<file path="config.mk">
export PLATFORM = sky130hd
export DESIGN_NAME = kd_tree_top
export DESIGN_NICKNAME = d
export VERILOG_FILES = /design/src/kd_node_pkg.sv /design/src/kd_patch_pkg.sv /design/src/kd_tree_top.sv /design/src/leaf_table.sv /design/src/kd_tree_level.sv /design/src/internal_node.sv
export VERILOG_INCLUDE_DIRS = /design/src /design/src/src
export SDC_FILE = /design/constraint.sdc
export NUM_CORES = 1
export LEC_CHECK = 0
export ABC_AREA = 1
export BUFFER_PORTS_ARGS = -buffer_cell sky130_fd_sc_hd__buf_2
export CELL_PAD_IN_SITES_DETAIL_PLACEMENT = 1
export CELL_PAD_IN_SITES_GLOBAL_PLACEMENT = 2
export CORE_UTILIZATION = 36
export DETAILED_ROUTE_END_ITERATION = 8
export PLACE_DENSITY_LB_ADDON = 0.2
export SLEW_MARGIN = 20
export SYNTH_ARGS = -nofsm -noshare
export SYNTH_HDL_FRONTEND = slang
export SYNTH_SLANG_ARGS = --single-unit
</file>
<file path="constraint.sdc">
create_clock -name clk -period 2.8 [get_ports clk]
set_input_delay 0.28 -clock clk [delete_from_list [all_inputs] [get_ports clk]]
set_output_delay 0.28 -clock clk [all_outputs]
set_load 0.01 [all_outputs]
</file>
<file path="src/kd_defs.svh">
`ifndef KD_DEFS_SVH
`define KD_DEFS_SVH

// Internal levels of the tree, so 2**KD_DEPTH leaves
`define KD_DEPTH 3

// A patch is this many dimensions laid side by side
`define KD_DIMS 5

// Width of one dimension, also the width of a node median
`define KD_DIM_W 11

// Label stored per leaf
`define KD_LABEL_W 16

// Config address space covers nodes 0..6 and leaves at 8..15
`define KD_ADDR_W 4

`endif
</file>
<file path="src/kd_node_pkg.sv">
`include "kd_defs.svh"

package kd_node_pkg;

  // Selects one of the patch dimensions, values past KD_DIMS-1 select nothing
  typedef logic [2:0] dim_idx_t;

  // Index held by a node that was never written
  localparam dim_idx_t IDX_NONE = 3'd7;

  typedef logic [`KD_DIM_W-1:0] dim_val_t; // One dimension or a median

  typedef logic [`KD_ADDR_W-1:0] cfg_addr_t;

  // Node record as written through the config port
  // The index sits in the low bits and the median in bits 21:11
  typedef struct packed {
    dim_val_t    median;
    logic [7:0]  spare;   // Unused, keeps the median aligned at bit 11
    dim_idx_t    idx;
  } node_cfg_t;

  // One config write, nodes at 0..6 breadth first and leaf labels at 8..15
  typedef struct packed {
    logic        wen;
    cfg_addr_t   addr;
    logic [33:0] wdata;   // Node record or label, right aligned
  } cfg_wr_t;

endpackage

</file>
<file path="src/kd_patch_pkg.sv">
`include "kd_defs.svh"

package kd_patch_pkg;

  // Five dimensions with dimension 0 in the low bits
  // Dimension 4 therefore occupies bits 54:44
  typedef kd_node_pkg::dim_val_t [`KD_DIMS-1:0] patch_t;

  typedef logic [`KD_DEPTH-1:0] leaf_id_t; // Leaf number, 0 is the leftmost

  typedef logic [`KD_LABEL_W-1:0] label_t;

  // Classification output, one cycle wide per patch
  typedef struct packed {
    logic      valid;
    leaf_id_t  leaf;
    label_t    label;
  } kd_result_t;

endpackage

</file>
<file path="src/kd_tree_top.sv">
`timescale 1ns/1ps

module kd_tree_top (
  input  logic                      clk,
  input  logic                      rst_n,
  input  kd_node_pkg::cfg_wr_t      cfg,          // Shared by every node and the leaf table
  input  logic                      patch_valid,
  input  kd_patch_pkg::patch_t      patch,
  output kd_patch_pkg::kd_result_t  result
);

  import kd_patch_pkg::*;

  logic [1:0] root_valid;   // Children of the root
  logic [3:0] mid_valid;    // Children of level 1
  logic [7:0] leaf_valid;   // One-hot leaf strobe
  patch_t     patch_l0;
  patch_t     patch_l1;

  kd_tree_level #(.LEVEL(0)) u_level0 (
    .clk       (clk),
    .rst_n     (rst_n),
    .cfg       (cfg),
    .valid_in  (patch_valid),
    .patch_in  (patch),
    .valid_out (root_valid),
    .patch_out (patch_l0)
  );

  kd_tree_level #(.LEVEL(1)) u_level1 (
    .clk       (clk),
    .rst_n     (rst_n),
    .cfg       (cfg),
    .valid_in  (root_valid),
    .patch_in  (patch_l0),
    .valid_out (mid_valid),
    .patch_out (patch_l1)
  );

  // The leaves only need the strobe, the patch stops here
  kd_tree_level #(.LEVEL(2)) u_level2 (
    .clk       (clk),
    .rst_n     (rst_n),
    .cfg       (cfg),
    .valid_in  (mid_valid),
    .patch_in  (patch_l1),
    .valid_out (leaf_valid),
    .patch_out ()
  );

  // Fourth stage, the result register inside the leaf table
  leaf_table u_leaf_table (
    .clk        (clk),
    .rst_n      (rst_n),
    .cfg        (cfg),
    .leaf_valid (leaf_valid),
    .result     (result)
  );

endmodule

</file>
<file path="src/leaf_table.sv">
`timescale 1ns/1ps
`include "kd_defs.svh"

module leaf_table (
  input  logic                        clk,
  input  logic                        rst_n,
  input  kd_node_pkg::cfg_wr_t        cfg,
  input  logic [(1 << `KD_DEPTH)-1:0] leaf_valid,   // One-hot from the last level
  output kd_patch_pkg::kd_result_t    result
);

  import kd_patch_pkg::*;

  localparam int LEAVES = 1 << `KD_DEPTH;

  label_t   labels [LEAVES];
  leaf_id_t leaf_enc;     // Leaf number of the active valid
  leaf_id_t wr_leaf;
  logic     label_wen;
  logic     res_valid;
  leaf_id_t res_leaf;
  label_t   res_label;

  // Top address bit marks the leaf half of the config space
  assign label_wen = cfg.wen && cfg.addr[`KD_ADDR_W-1];
  assign wr_leaf   = leaf_id_t'(cfg.addr[`KD_DEPTH-1:0]);

  always_ff @(posedge clk) begin
    if (!rst_n) begin
      for (int i = 0; i < LEAVES; i++) begin
        labels[i] <= '0;
      end
    end else if (label_wen) begin
      labels[wr_leaf] <= cfg.wdata[`KD_LABEL_W-1:0];
    end
  end

  // One-hot to binary, at most one leaf is active per cycle
  always_comb begin
    leaf_enc = '0;
    for (int i = 0; i < LEAVES; i++) begin
      if (leaf_valid[i]) leaf_enc = leaf_id_t'(i);
    end
  end

  always_ff @(posedge clk) begin
    if (!rst_n) begin
      res_valid <= 1'b0;
    end else begin
      res_valid <= |leaf_valid;   // Low when nothing reached the leaves
    end
  end

  always_ff @(posedge clk) begin
    res_leaf  <= leaf_enc;
    res_label <= labels[leaf_enc];  // Label as stored before any write this cycle
  end

  assign result = '{valid: res_valid, leaf: res_leaf, label: res_label};

endmodule

</file>
<file path="src/kd_tree_level.sv">
`timescale 1ns/1ps

module kd_tree_level #(
  parameter int LEVEL = 0                            // 0 is the root level
) (
  input  logic                        clk,
  input  logic                        rst_n,
  input  kd_node_pkg::cfg_wr_t        cfg,
  input  logic [(1 << LEVEL)-1:0]     valid_in,      // One bit per node in this level
  input  kd_patch_pkg::patch_t        patch_in,
  output logic [(2 << LEVEL)-1:0]     valid_out,     // Bit 2n left child of node n, 2n+1 right
  output kd_patch_pkg::patch_t        patch_out
);

  import kd_node_pkg::*;

  localparam int NODES = 1 << LEVEL;
  // Breadth-first numbering puts this level's first node at NODES-1
  localparam int BASE  = NODES - 1;

  logic [2*NODES-1:0] child_valid;   // Combinational routing from the nodes
  node_cfg_t          node_wdata;

  // Node record sits in the low bits of the config data
  assign node_wdata = cfg.wdata[$bits(node_cfg_t)-1:0];

  for (genvar n = 0; n < NODES; n++) begin : g_node
    logic node_wen;

    // Only the one node whose address matches takes the write
    assign node_wen = cfg.wen && (cfg.addr == cfg_addr_t'(BASE + n));

    internal_node u_internal_node (
      .clk         (clk),
      .rst_n       (rst_n),
      .wen         (node_wen),
      .wdata       (node_wdata),
      .valid       (valid_in[n]),
      .patch_in    (patch_in),
      .valid_left  (child_valid[2*n]),
      .valid_right (child_valid[2*n+1])
    );
  end

  // Pipeline stage for the branch valids
  always_ff @(posedge clk) begin
    if (!rst_n) begin
      valid_out <= '0;
    end else begin
      valid_out <= child_valid;
    end
  end

  // Patch travels alongside its valids
  always_ff @(posedge clk) begin
    patch_out <= patch_in;
  end

endmodule

</file>
<file path="src/internal_node.sv">
`timescale 1ns/1ps
`include "kd_defs.svh"

module internal_node (
  input  logic                    clk,
  input  logic                    rst_n,
  input  logic                    wen,          // Decoded from the shared config port
  input  kd_node_pkg::node_cfg_t  wdata,
  input  logic                    valid,
  input  kd_patch_pkg::patch_t    patch_in,
  output logic                    valid_left,
  output logic                    valid_right
);

  import kd_node_pkg::*;

  dim_idx_t idx;      // Dimension this node splits on
  dim_val_t median;   // Split point for that dimension
  dim_val_t sel_val;  // Selected dimension of the incoming patch
  logic     go_left;

  // Node storage, an unwritten node sends everything right
  always_ff @(posedge clk) begin
    if (!rst_n) begin
      idx    <= IDX_NONE;
      median <= '0;
    end else if (wen) begin
      idx    <= wdata.idx;
      median <= wdata.median;
    end
  end

  // Pick the stored dimension out of the patch
  // An index past the last dimension reads as zero
  always_comb begin
    sel_val = '0;
    if (idx < dim_idx_t'(`KD_DIMS)) begin
      sel_val = patch_in[idx];
    end
  end

  assign go_left = (sel_val < median); // Equal to the median goes right

  // Routing is combinational, the level registers it
  assign valid_left  = valid & go_left;
  assign valid_right = valid & ~go_left;

endmodule

</file>
Word level (Yosys, flattened, before mapping):

Memories as Yosys holds them, arrays and structs flattened. A register that Yosys moved wholly into a read port is not among the register bits.
Cells that the tools add are included.
Widths: inputs -> output; s select.

* multiplexer cells: 35
* bitwise logic cells: 21
* equal/unequal tests: 6
* order comparisons: 21
* reduce and logical (&&, ||, !) cells: 11

Operators with widths (count)
* $bmux 11 s3: 7
* $mux 11: 14
* $lt 11x11->1: 7
* $lt 3x4->1 const B: 7
* $lt 3x3->1 const B: 7
* $mux 16: 1
* $reduce_or 16->1: 1
* $mux 3: 5
* $and 1x1->1: 14
* $eq 4x3->1 const B: 3
* $eq 4x2->1 const B: 2
* $logic_and 1x1->1: 8
* $reduce_or 8->1: 1
* $not 1->1: 7
* $mux 1: 6
* $eq 4x1->1 const B: 1
* $logic_not 4->1: 1
* $mux 2: 2

* register bits: 226
* logic and storage cells: 124
* input bits: 97
* RAM bits: 128
* memories: 1

Memories
* u_leaf_table.labels: words 8, width 16, rd ports 1, clocked after Yosys merged registers in 1, write ports 8, RTL line leaf_table.sv:16 `label_t labels [LEAVES];`

Longest topological paths before layout:

* depth in word-level cells: 7
* depth in mapped cells: 14
* gate-level depth less buffers: 12

Modules after synthesis:

From an unflattened synthesis, not the netlist that was laid out.

* cell total of the unflattened synthesis: 2415
* area total of the unflattened synthesis: 19027.0 um2

Modules (own cells, without submodules)
* leaf_table: cells each 780, area an instance 6927.9 um2, sequential area each 4244.1 um2, instances 1
* internal_node (u_level0.g_node[0].u_internal_node ...): cells each 201, area an instance 1187.4 um2, sequential area each 280.3 um2, instances 5
* internal_node (u_level2.g_node[2].u_internal_node ...): cells each 197, area an instance 1178.6 um2, sequential area each 280.3 um2, instances 2
* kd_tree_level (u_level2): cells each 93, area an instance 1378.8 um2, sequential area each 1261.2 um2, instances 1
* kd_tree_level (u_level1): cells each 76, area an instance 1247.4 um2, sequential area each 1181.1 um2, instances 1
* kd_tree_level (u_level0): cells each 67, area an instance 1178.6 um2, sequential area each 1141.1 um2, instances 1

Least setup slack after synthesis:

Ideal clock, no wire load.

* path type: register to register
* from: reg u_level2.g_node[1].u_internal_node.idx[0]
* to: reg u_level2.valid_out[2]
* period minus slack after synthesis: 2.034 ns
* arrival: 1.922 ns
* setup time: 0.112 ns
* cell stages (with the launch flop): 14
* path buffers: 2
* setup slack: 0.766 ns
* path through: dfxtp_1 -> clkbuf_1 -> inv_1 -> clkbuf_1 -> a21oi_1 -> o21ai_0 -> a31oi_1 -> ha_1 -> nand2_1 -> or2_2 -> a21oi_1 -> nor3_1 -> nand2_1 -> nor2_1

* word-level cells in the longest chain between the ends: 5
* elaborated cells on any way between the ends: 6

RTL lines
* start, declared: RTL line internal_node.sv:17 `dim_idx_t idx;`
* start signal, assigned: RTL line internal_node.sv:28 `idx <= wdata.idx;`
* $bmux 11 s3: RTL line internal_node.sv:38 `sel_val = patch_in[idx];`
* $mux 11 (not written as such): RTL line internal_node.sv:38
* $mux 11 *: RTL line internal_node.sv:37 `` if (idx < dim_idx_t'(`KD_DIMS)) begin ``
* $lt 11x11->1 *: RTL line internal_node.sv:42 `assign go_left = (sel_val < median);`
* $and 1x1->1 *: RTL line internal_node.sv:45 `assign valid_left = valid & go_left;`
* end signal, assigned: RTL line kd_tree_level.sv:50 `valid_out <= child_valid;`
* end, declared: RTL line kd_tree_level.sv:11 `output logic [(2 << LEVEL)-1:0] valid_out,`

Every way passes the cells marked *; elsewhere a longest branch is shown, timed or not. The select of a mux whose other input is x is not followed.
A chain may end at the register's enable or synchronous reset.

Final worst setup path:

* from: reg u_level2.g_node[0].u_internal_node.idx[0]
* to: reg u_level2.valid_out[1]

* word-level cells in the longest chain between the ends: 6
* elaborated cells on any way between the ends: 7

RTL lines
* start, declared: RTL line internal_node.sv:17
* start signal, assigned: RTL line internal_node.sv:28
* $bmux 11 s3: RTL line internal_node.sv:38
* $mux 11 (not written as such): RTL line internal_node.sv:38
* $mux 11 *: RTL line internal_node.sv:37
* $lt 11x11->1 *: RTL line internal_node.sv:42
* $not 1->1 *: RTL line internal_node.sv:46 `assign valid_right = valid & ~go_left;`
* $and 1x1->1 *: RTL line internal_node.sv:46

Marks and branches as above.

==> results.sh <==
export IMPL_combPwrFrac_pct=10.1
export IMPL_viasPerCell=5.23
export IMPL_critPathLaunch="u_level2.g_node[0].u_internal_node.idx[0]"
export IMPL_grt_pass1_wl_mm=96.3
export IMPL_setup_worst_path_end="u_level2.valid_out[1]"
export IMPL_relSlewSlack_pct=38.1
export IMPL_grt_pass1_vias=15967
export IMPL_cts_tree="done"
export IMPL_drc=0
export IMPL_cts_root_buf="clkbuf_16"
export IMPL_timing_rr_start="u_level2.g_node[0].u_internal_node.idx[0]"
export IMPL_ys_async_sr_fraction_pct=0
export IMPL_first_pass_iters=5
export IMPL_p_sw_uw=3480
export IMPL_syn_nets=2394
export IMPL_clock_sinks=370
export IMPL_clock_latency_ps=590
export IMPL_numCtsBuffers=44
export IMPL_fin_crit_ps=2470
export IMPL_track_usage_pct=25.8
export IMPL_ant_nets=0
export IMPL_cts_path_max_buffers=3
export IMPL_synthTopCellsByArea="dfxtp_1 28%, edfxtp_1 22%, a21oi_1 8.4%"
export IMPL_initial_core_util_pct=36.6
export IMPL_p_int_uw=10100
export IMPL_tns_ps=0
export IMPL_syn_area_mm2=0.0175
export IMPL_die_area_mm2=0.0496
export IMPL_crit_type="flop to flop"
export IMPL_avgSynthCellArea_um2=7.88
export IMPL_area_delta_synth_final_pct=19.2
export IMPL_max_freq_ghz=0.405
export IMPL_maxSlewViolCount=0
export IMPL_htreeDepth=2
export IMPL_cp_max_fo=23
export IMPL_end_kind="flop"
export IMPL_critPathArrivalTime_ps=2970
export IMPL_core_mm2=0.0479
export IMPL_final_period_utilization_pct=88.1
export IMPL_power_frac_clock_pct=45.7
export IMPL_fin_nets=2524
export IMPL_synth_ff_type="dfxtp_1"
export IMPL_wl_per_cell_um=21.1
export IMPL_cts_resized=0
export IMPL_gp_congestion=0.879
export IMPL_r2r_end="u_level2.valid_out[1]"
export IMPL_hold_ws_ps=112
export IMPL_route_vias_total=15745
export IMPL_cts_setup_buffers=0
export IMPL_clkSlewWorstSetupHoldPaths_ps=60
export IMPL_overflow=0
export IMPL_syn_inst=2227
export IMPL_synth_top_area_share_pct=27.6
export IMPL_drv_cap=0
export IMPL_p_leak_uw=0.00946
export IMPL_drtIter0Drc=768
export IMPL_worst_setup_path_start_kind="flop"
export IMPL_reg2reg_slack_ps=330
export IMPL_grt_max_degree=65
export IMPL_hpwl_mm=45.8
export IMPL_io_pins=117
export IMPL_finalHoldViolations=0
export IMPL_synth_top_cell_by_area="dfxtp_1"
export IMPL_worst_ep_required_time_ps=3310
export IMPL_clock_skew_ps=17.3
export IMPL_setup_viol=0
export IMPL_yosys_cell_types_count=27
export IMPL_std_cell_rows=80
export IMPL_die_height_um=223
export IMPL_status="completed"
export IMPL_antenna_found_initial=1
export IMPL_ys_ff_latch=370
export IMPL_synth_edf_count=128
export IMPL_rsz0062_at_grt="false"
export IMPL_stdcell_area_mm2=0.0209
export IMPL_fill_cells=5722
export IMPL_ff2ff_path_depth=8
export IMPL_ys_warn_count=0
export IMPL_drive_gt1_share_pct=10.9
export IMPL_die_w_um=223
export IMPL_p_sw_share_pct=25.6
export IMPL_p_per_area_mw_per_mm2=648
export IMPL_seq_area_frac_synth_pct=49.5
export IMPL_ir_worst_vdd_mv=0.388
export IMPL_postPlaceCellArea_mm2=0.0188
export IMPL_seqPwrFrac_pct=44.2
export IMPL_routed_wl_mm=63.5
export IMPL_io_buffer_count=104
export IMPL_hp_class="input pin to flop"
export IMPL_worstMarginPinSlew_ps=926
## cells in the mapped netlist (7+ instances only)
cell	number
inv_1	322
nand2_1	316
a21oi_1	296
dfxtp_1	242
o21ai_0	210
nor2_1	202
nand3_1	151
edfxtp_1	128
clkbuf_1	111
a31oi_1	78
ha_1	70
o211ai_1	32
buf_1	14
buf_2	10
inv_2	8
nor3_1	7
## worst max-delay path, stage by stage, from the launching register on
cell and delay (ps):
dfxtp_1 490, inv_1 370, o21ai_0 290, a31oi_1 130
ha_1 360, nand4_1 160, nor3_1 330, nand2_1 130
a21oi_1 160
## per-layer routing
metal,vias to the layer above,wire [um],GRT usage (%)
met5,-,0,0
met3,117,1660,2.76
li1,7650,-,-
met2,294,32400,46.9
met1,7684,26900,30.7
met4,0,2490,10.8
## power by group through the flow
stage / clock network [uW] / registers (uW) / logic [uW]
2_1_floorplan: 0 / 6060 / 745
3_5_place_dp: 0 / 6110 / 1320
3_3_place_gp: 0 / 6100 / 1280
6_report: 6200 / 5990 / 1370
5_1_grt: 6540 / 6020 / 1530
4_1_cts: 6330 / 6000 / 1380
## worst min path at each step
stage / start / to / slack (ps) / depth (start not counted)
3_5_place_dp: u_level0.patch_out[38] / u_level1.patch_out[38] / 340 / 0
5_1_grt: cfg[2] / u_level1.g_node[0].u_internal_node.idx[2] / 120 / 3
3_3_place_gp: u_level0.patch_out[34] / u_level1.patch_out[34] / 340 / 0
2_1_floorplan: patch[0] / u_level0.patch_out[0] / 310 / 0
6_report: cfg[19] / u_level1.g_node[1].u_internal_node.median[8] / 110 / 3
4_1_cts: cfg[2] / u_level1.g_node[0].u_internal_node.idx[2] / 90 / 3
## layout by cell type, fill, tap and decap left out, types with 2 or more instances in the layout
cell type,count
or2_2,3
inv_2,9
a21oi_1,296
o211ai_1,32
clkinv_1,8
nor2_2,2
nor3_1,7
nand4_1,5
nor2_1,202
o21ai_0,210
clkbuf_8,6
o21ai_1,4
dlygate4sd3_1,56
inv_6,2
clkbuf_16,47
dfxtp_1,242
a31oi_1,78
nand2_2,2
clkinv_2,8
nor3_4,5
nand3_1,151
bufinv_16,6
ha_1,70
edfxtp_1,128
nand3_2,2
nand2_1,314
buf_2,104
clkbuf_1,6
inv_1,321
buf_4,59
## cells by family (layout without fill, tap and decap cells)
logic type               after synthesis  count (layout)  share of synthesized area, %
other                                  0               1                             0
AO/OA/AOI/OAI                        622             622                          18.8
flip-flops                           370             370                          49.5
adder cells (fa/ha/maj)               70              70                          4.99
AND/OR/NAND/NOR                      694             694                          16.5
buffers and inverters                471             637                          10.2
## registers in the layout, summed over array words and instances, names as in the netlist
register	count
u_leaf_table.labels	128
u_leaf_table.res_label	16
u_leaf_table.res_leaf	3
u_leaf_table.res_valid	1
u_level0.g_node.u_internal_node.idx	3
u_level0.g_node.u_internal_node.median	11
u_level0.patch_out	55
u_level0.valid_out	2
u_level1.g_node.u_internal_node.idx	6
u_level1.g_node.u_internal_node.median	22
u_level1.patch_out	55
u_level1.valid_out	4
u_level2.g_node.u_internal_node.idx	12
u_level2.g_node.u_internal_node.median	44
u_level2.valid_out	8
## what timing repair did
item,in CTS,in global routing
setup endpoints to repair,0,0
hold buffers,56,0
hold endpoints to repair,57,0
## area by class of cell
| class | count | area (um2) | share of cell area, % |
|---|---|---|---|
| diodes | 1 | 2.50 | 0.0120 |
| repair buffers | 220 | 1540 | 7.38 |
| multi-input cells | 1386 | 7090 | 33.9 |
| flip-flops and latches | 370 | 8690 | 41.5 |
| clock buffers | 59 | 1280 | 6.12 |
| well taps | 615 | 769 | 3.68 |
| inverters | 335 | 1260 | 6.01 |
| clock inverters | 23 | 293 | 1.40 |
## through the flow
stage                     power, uW  utilization (%)  std cells  setup slack (ps)
final                         13600             43.6       3009               333
after global routing          14100             43.6       3008              91.2
after CTS                     13700             43.6       3008               389
after detailed placement       7430             39.2       2870               402
after global placement         7390             39.2       2870               453
after floorplan                6810                -       2227               766
Note: power is estimated with default switching activity, not from simulation.
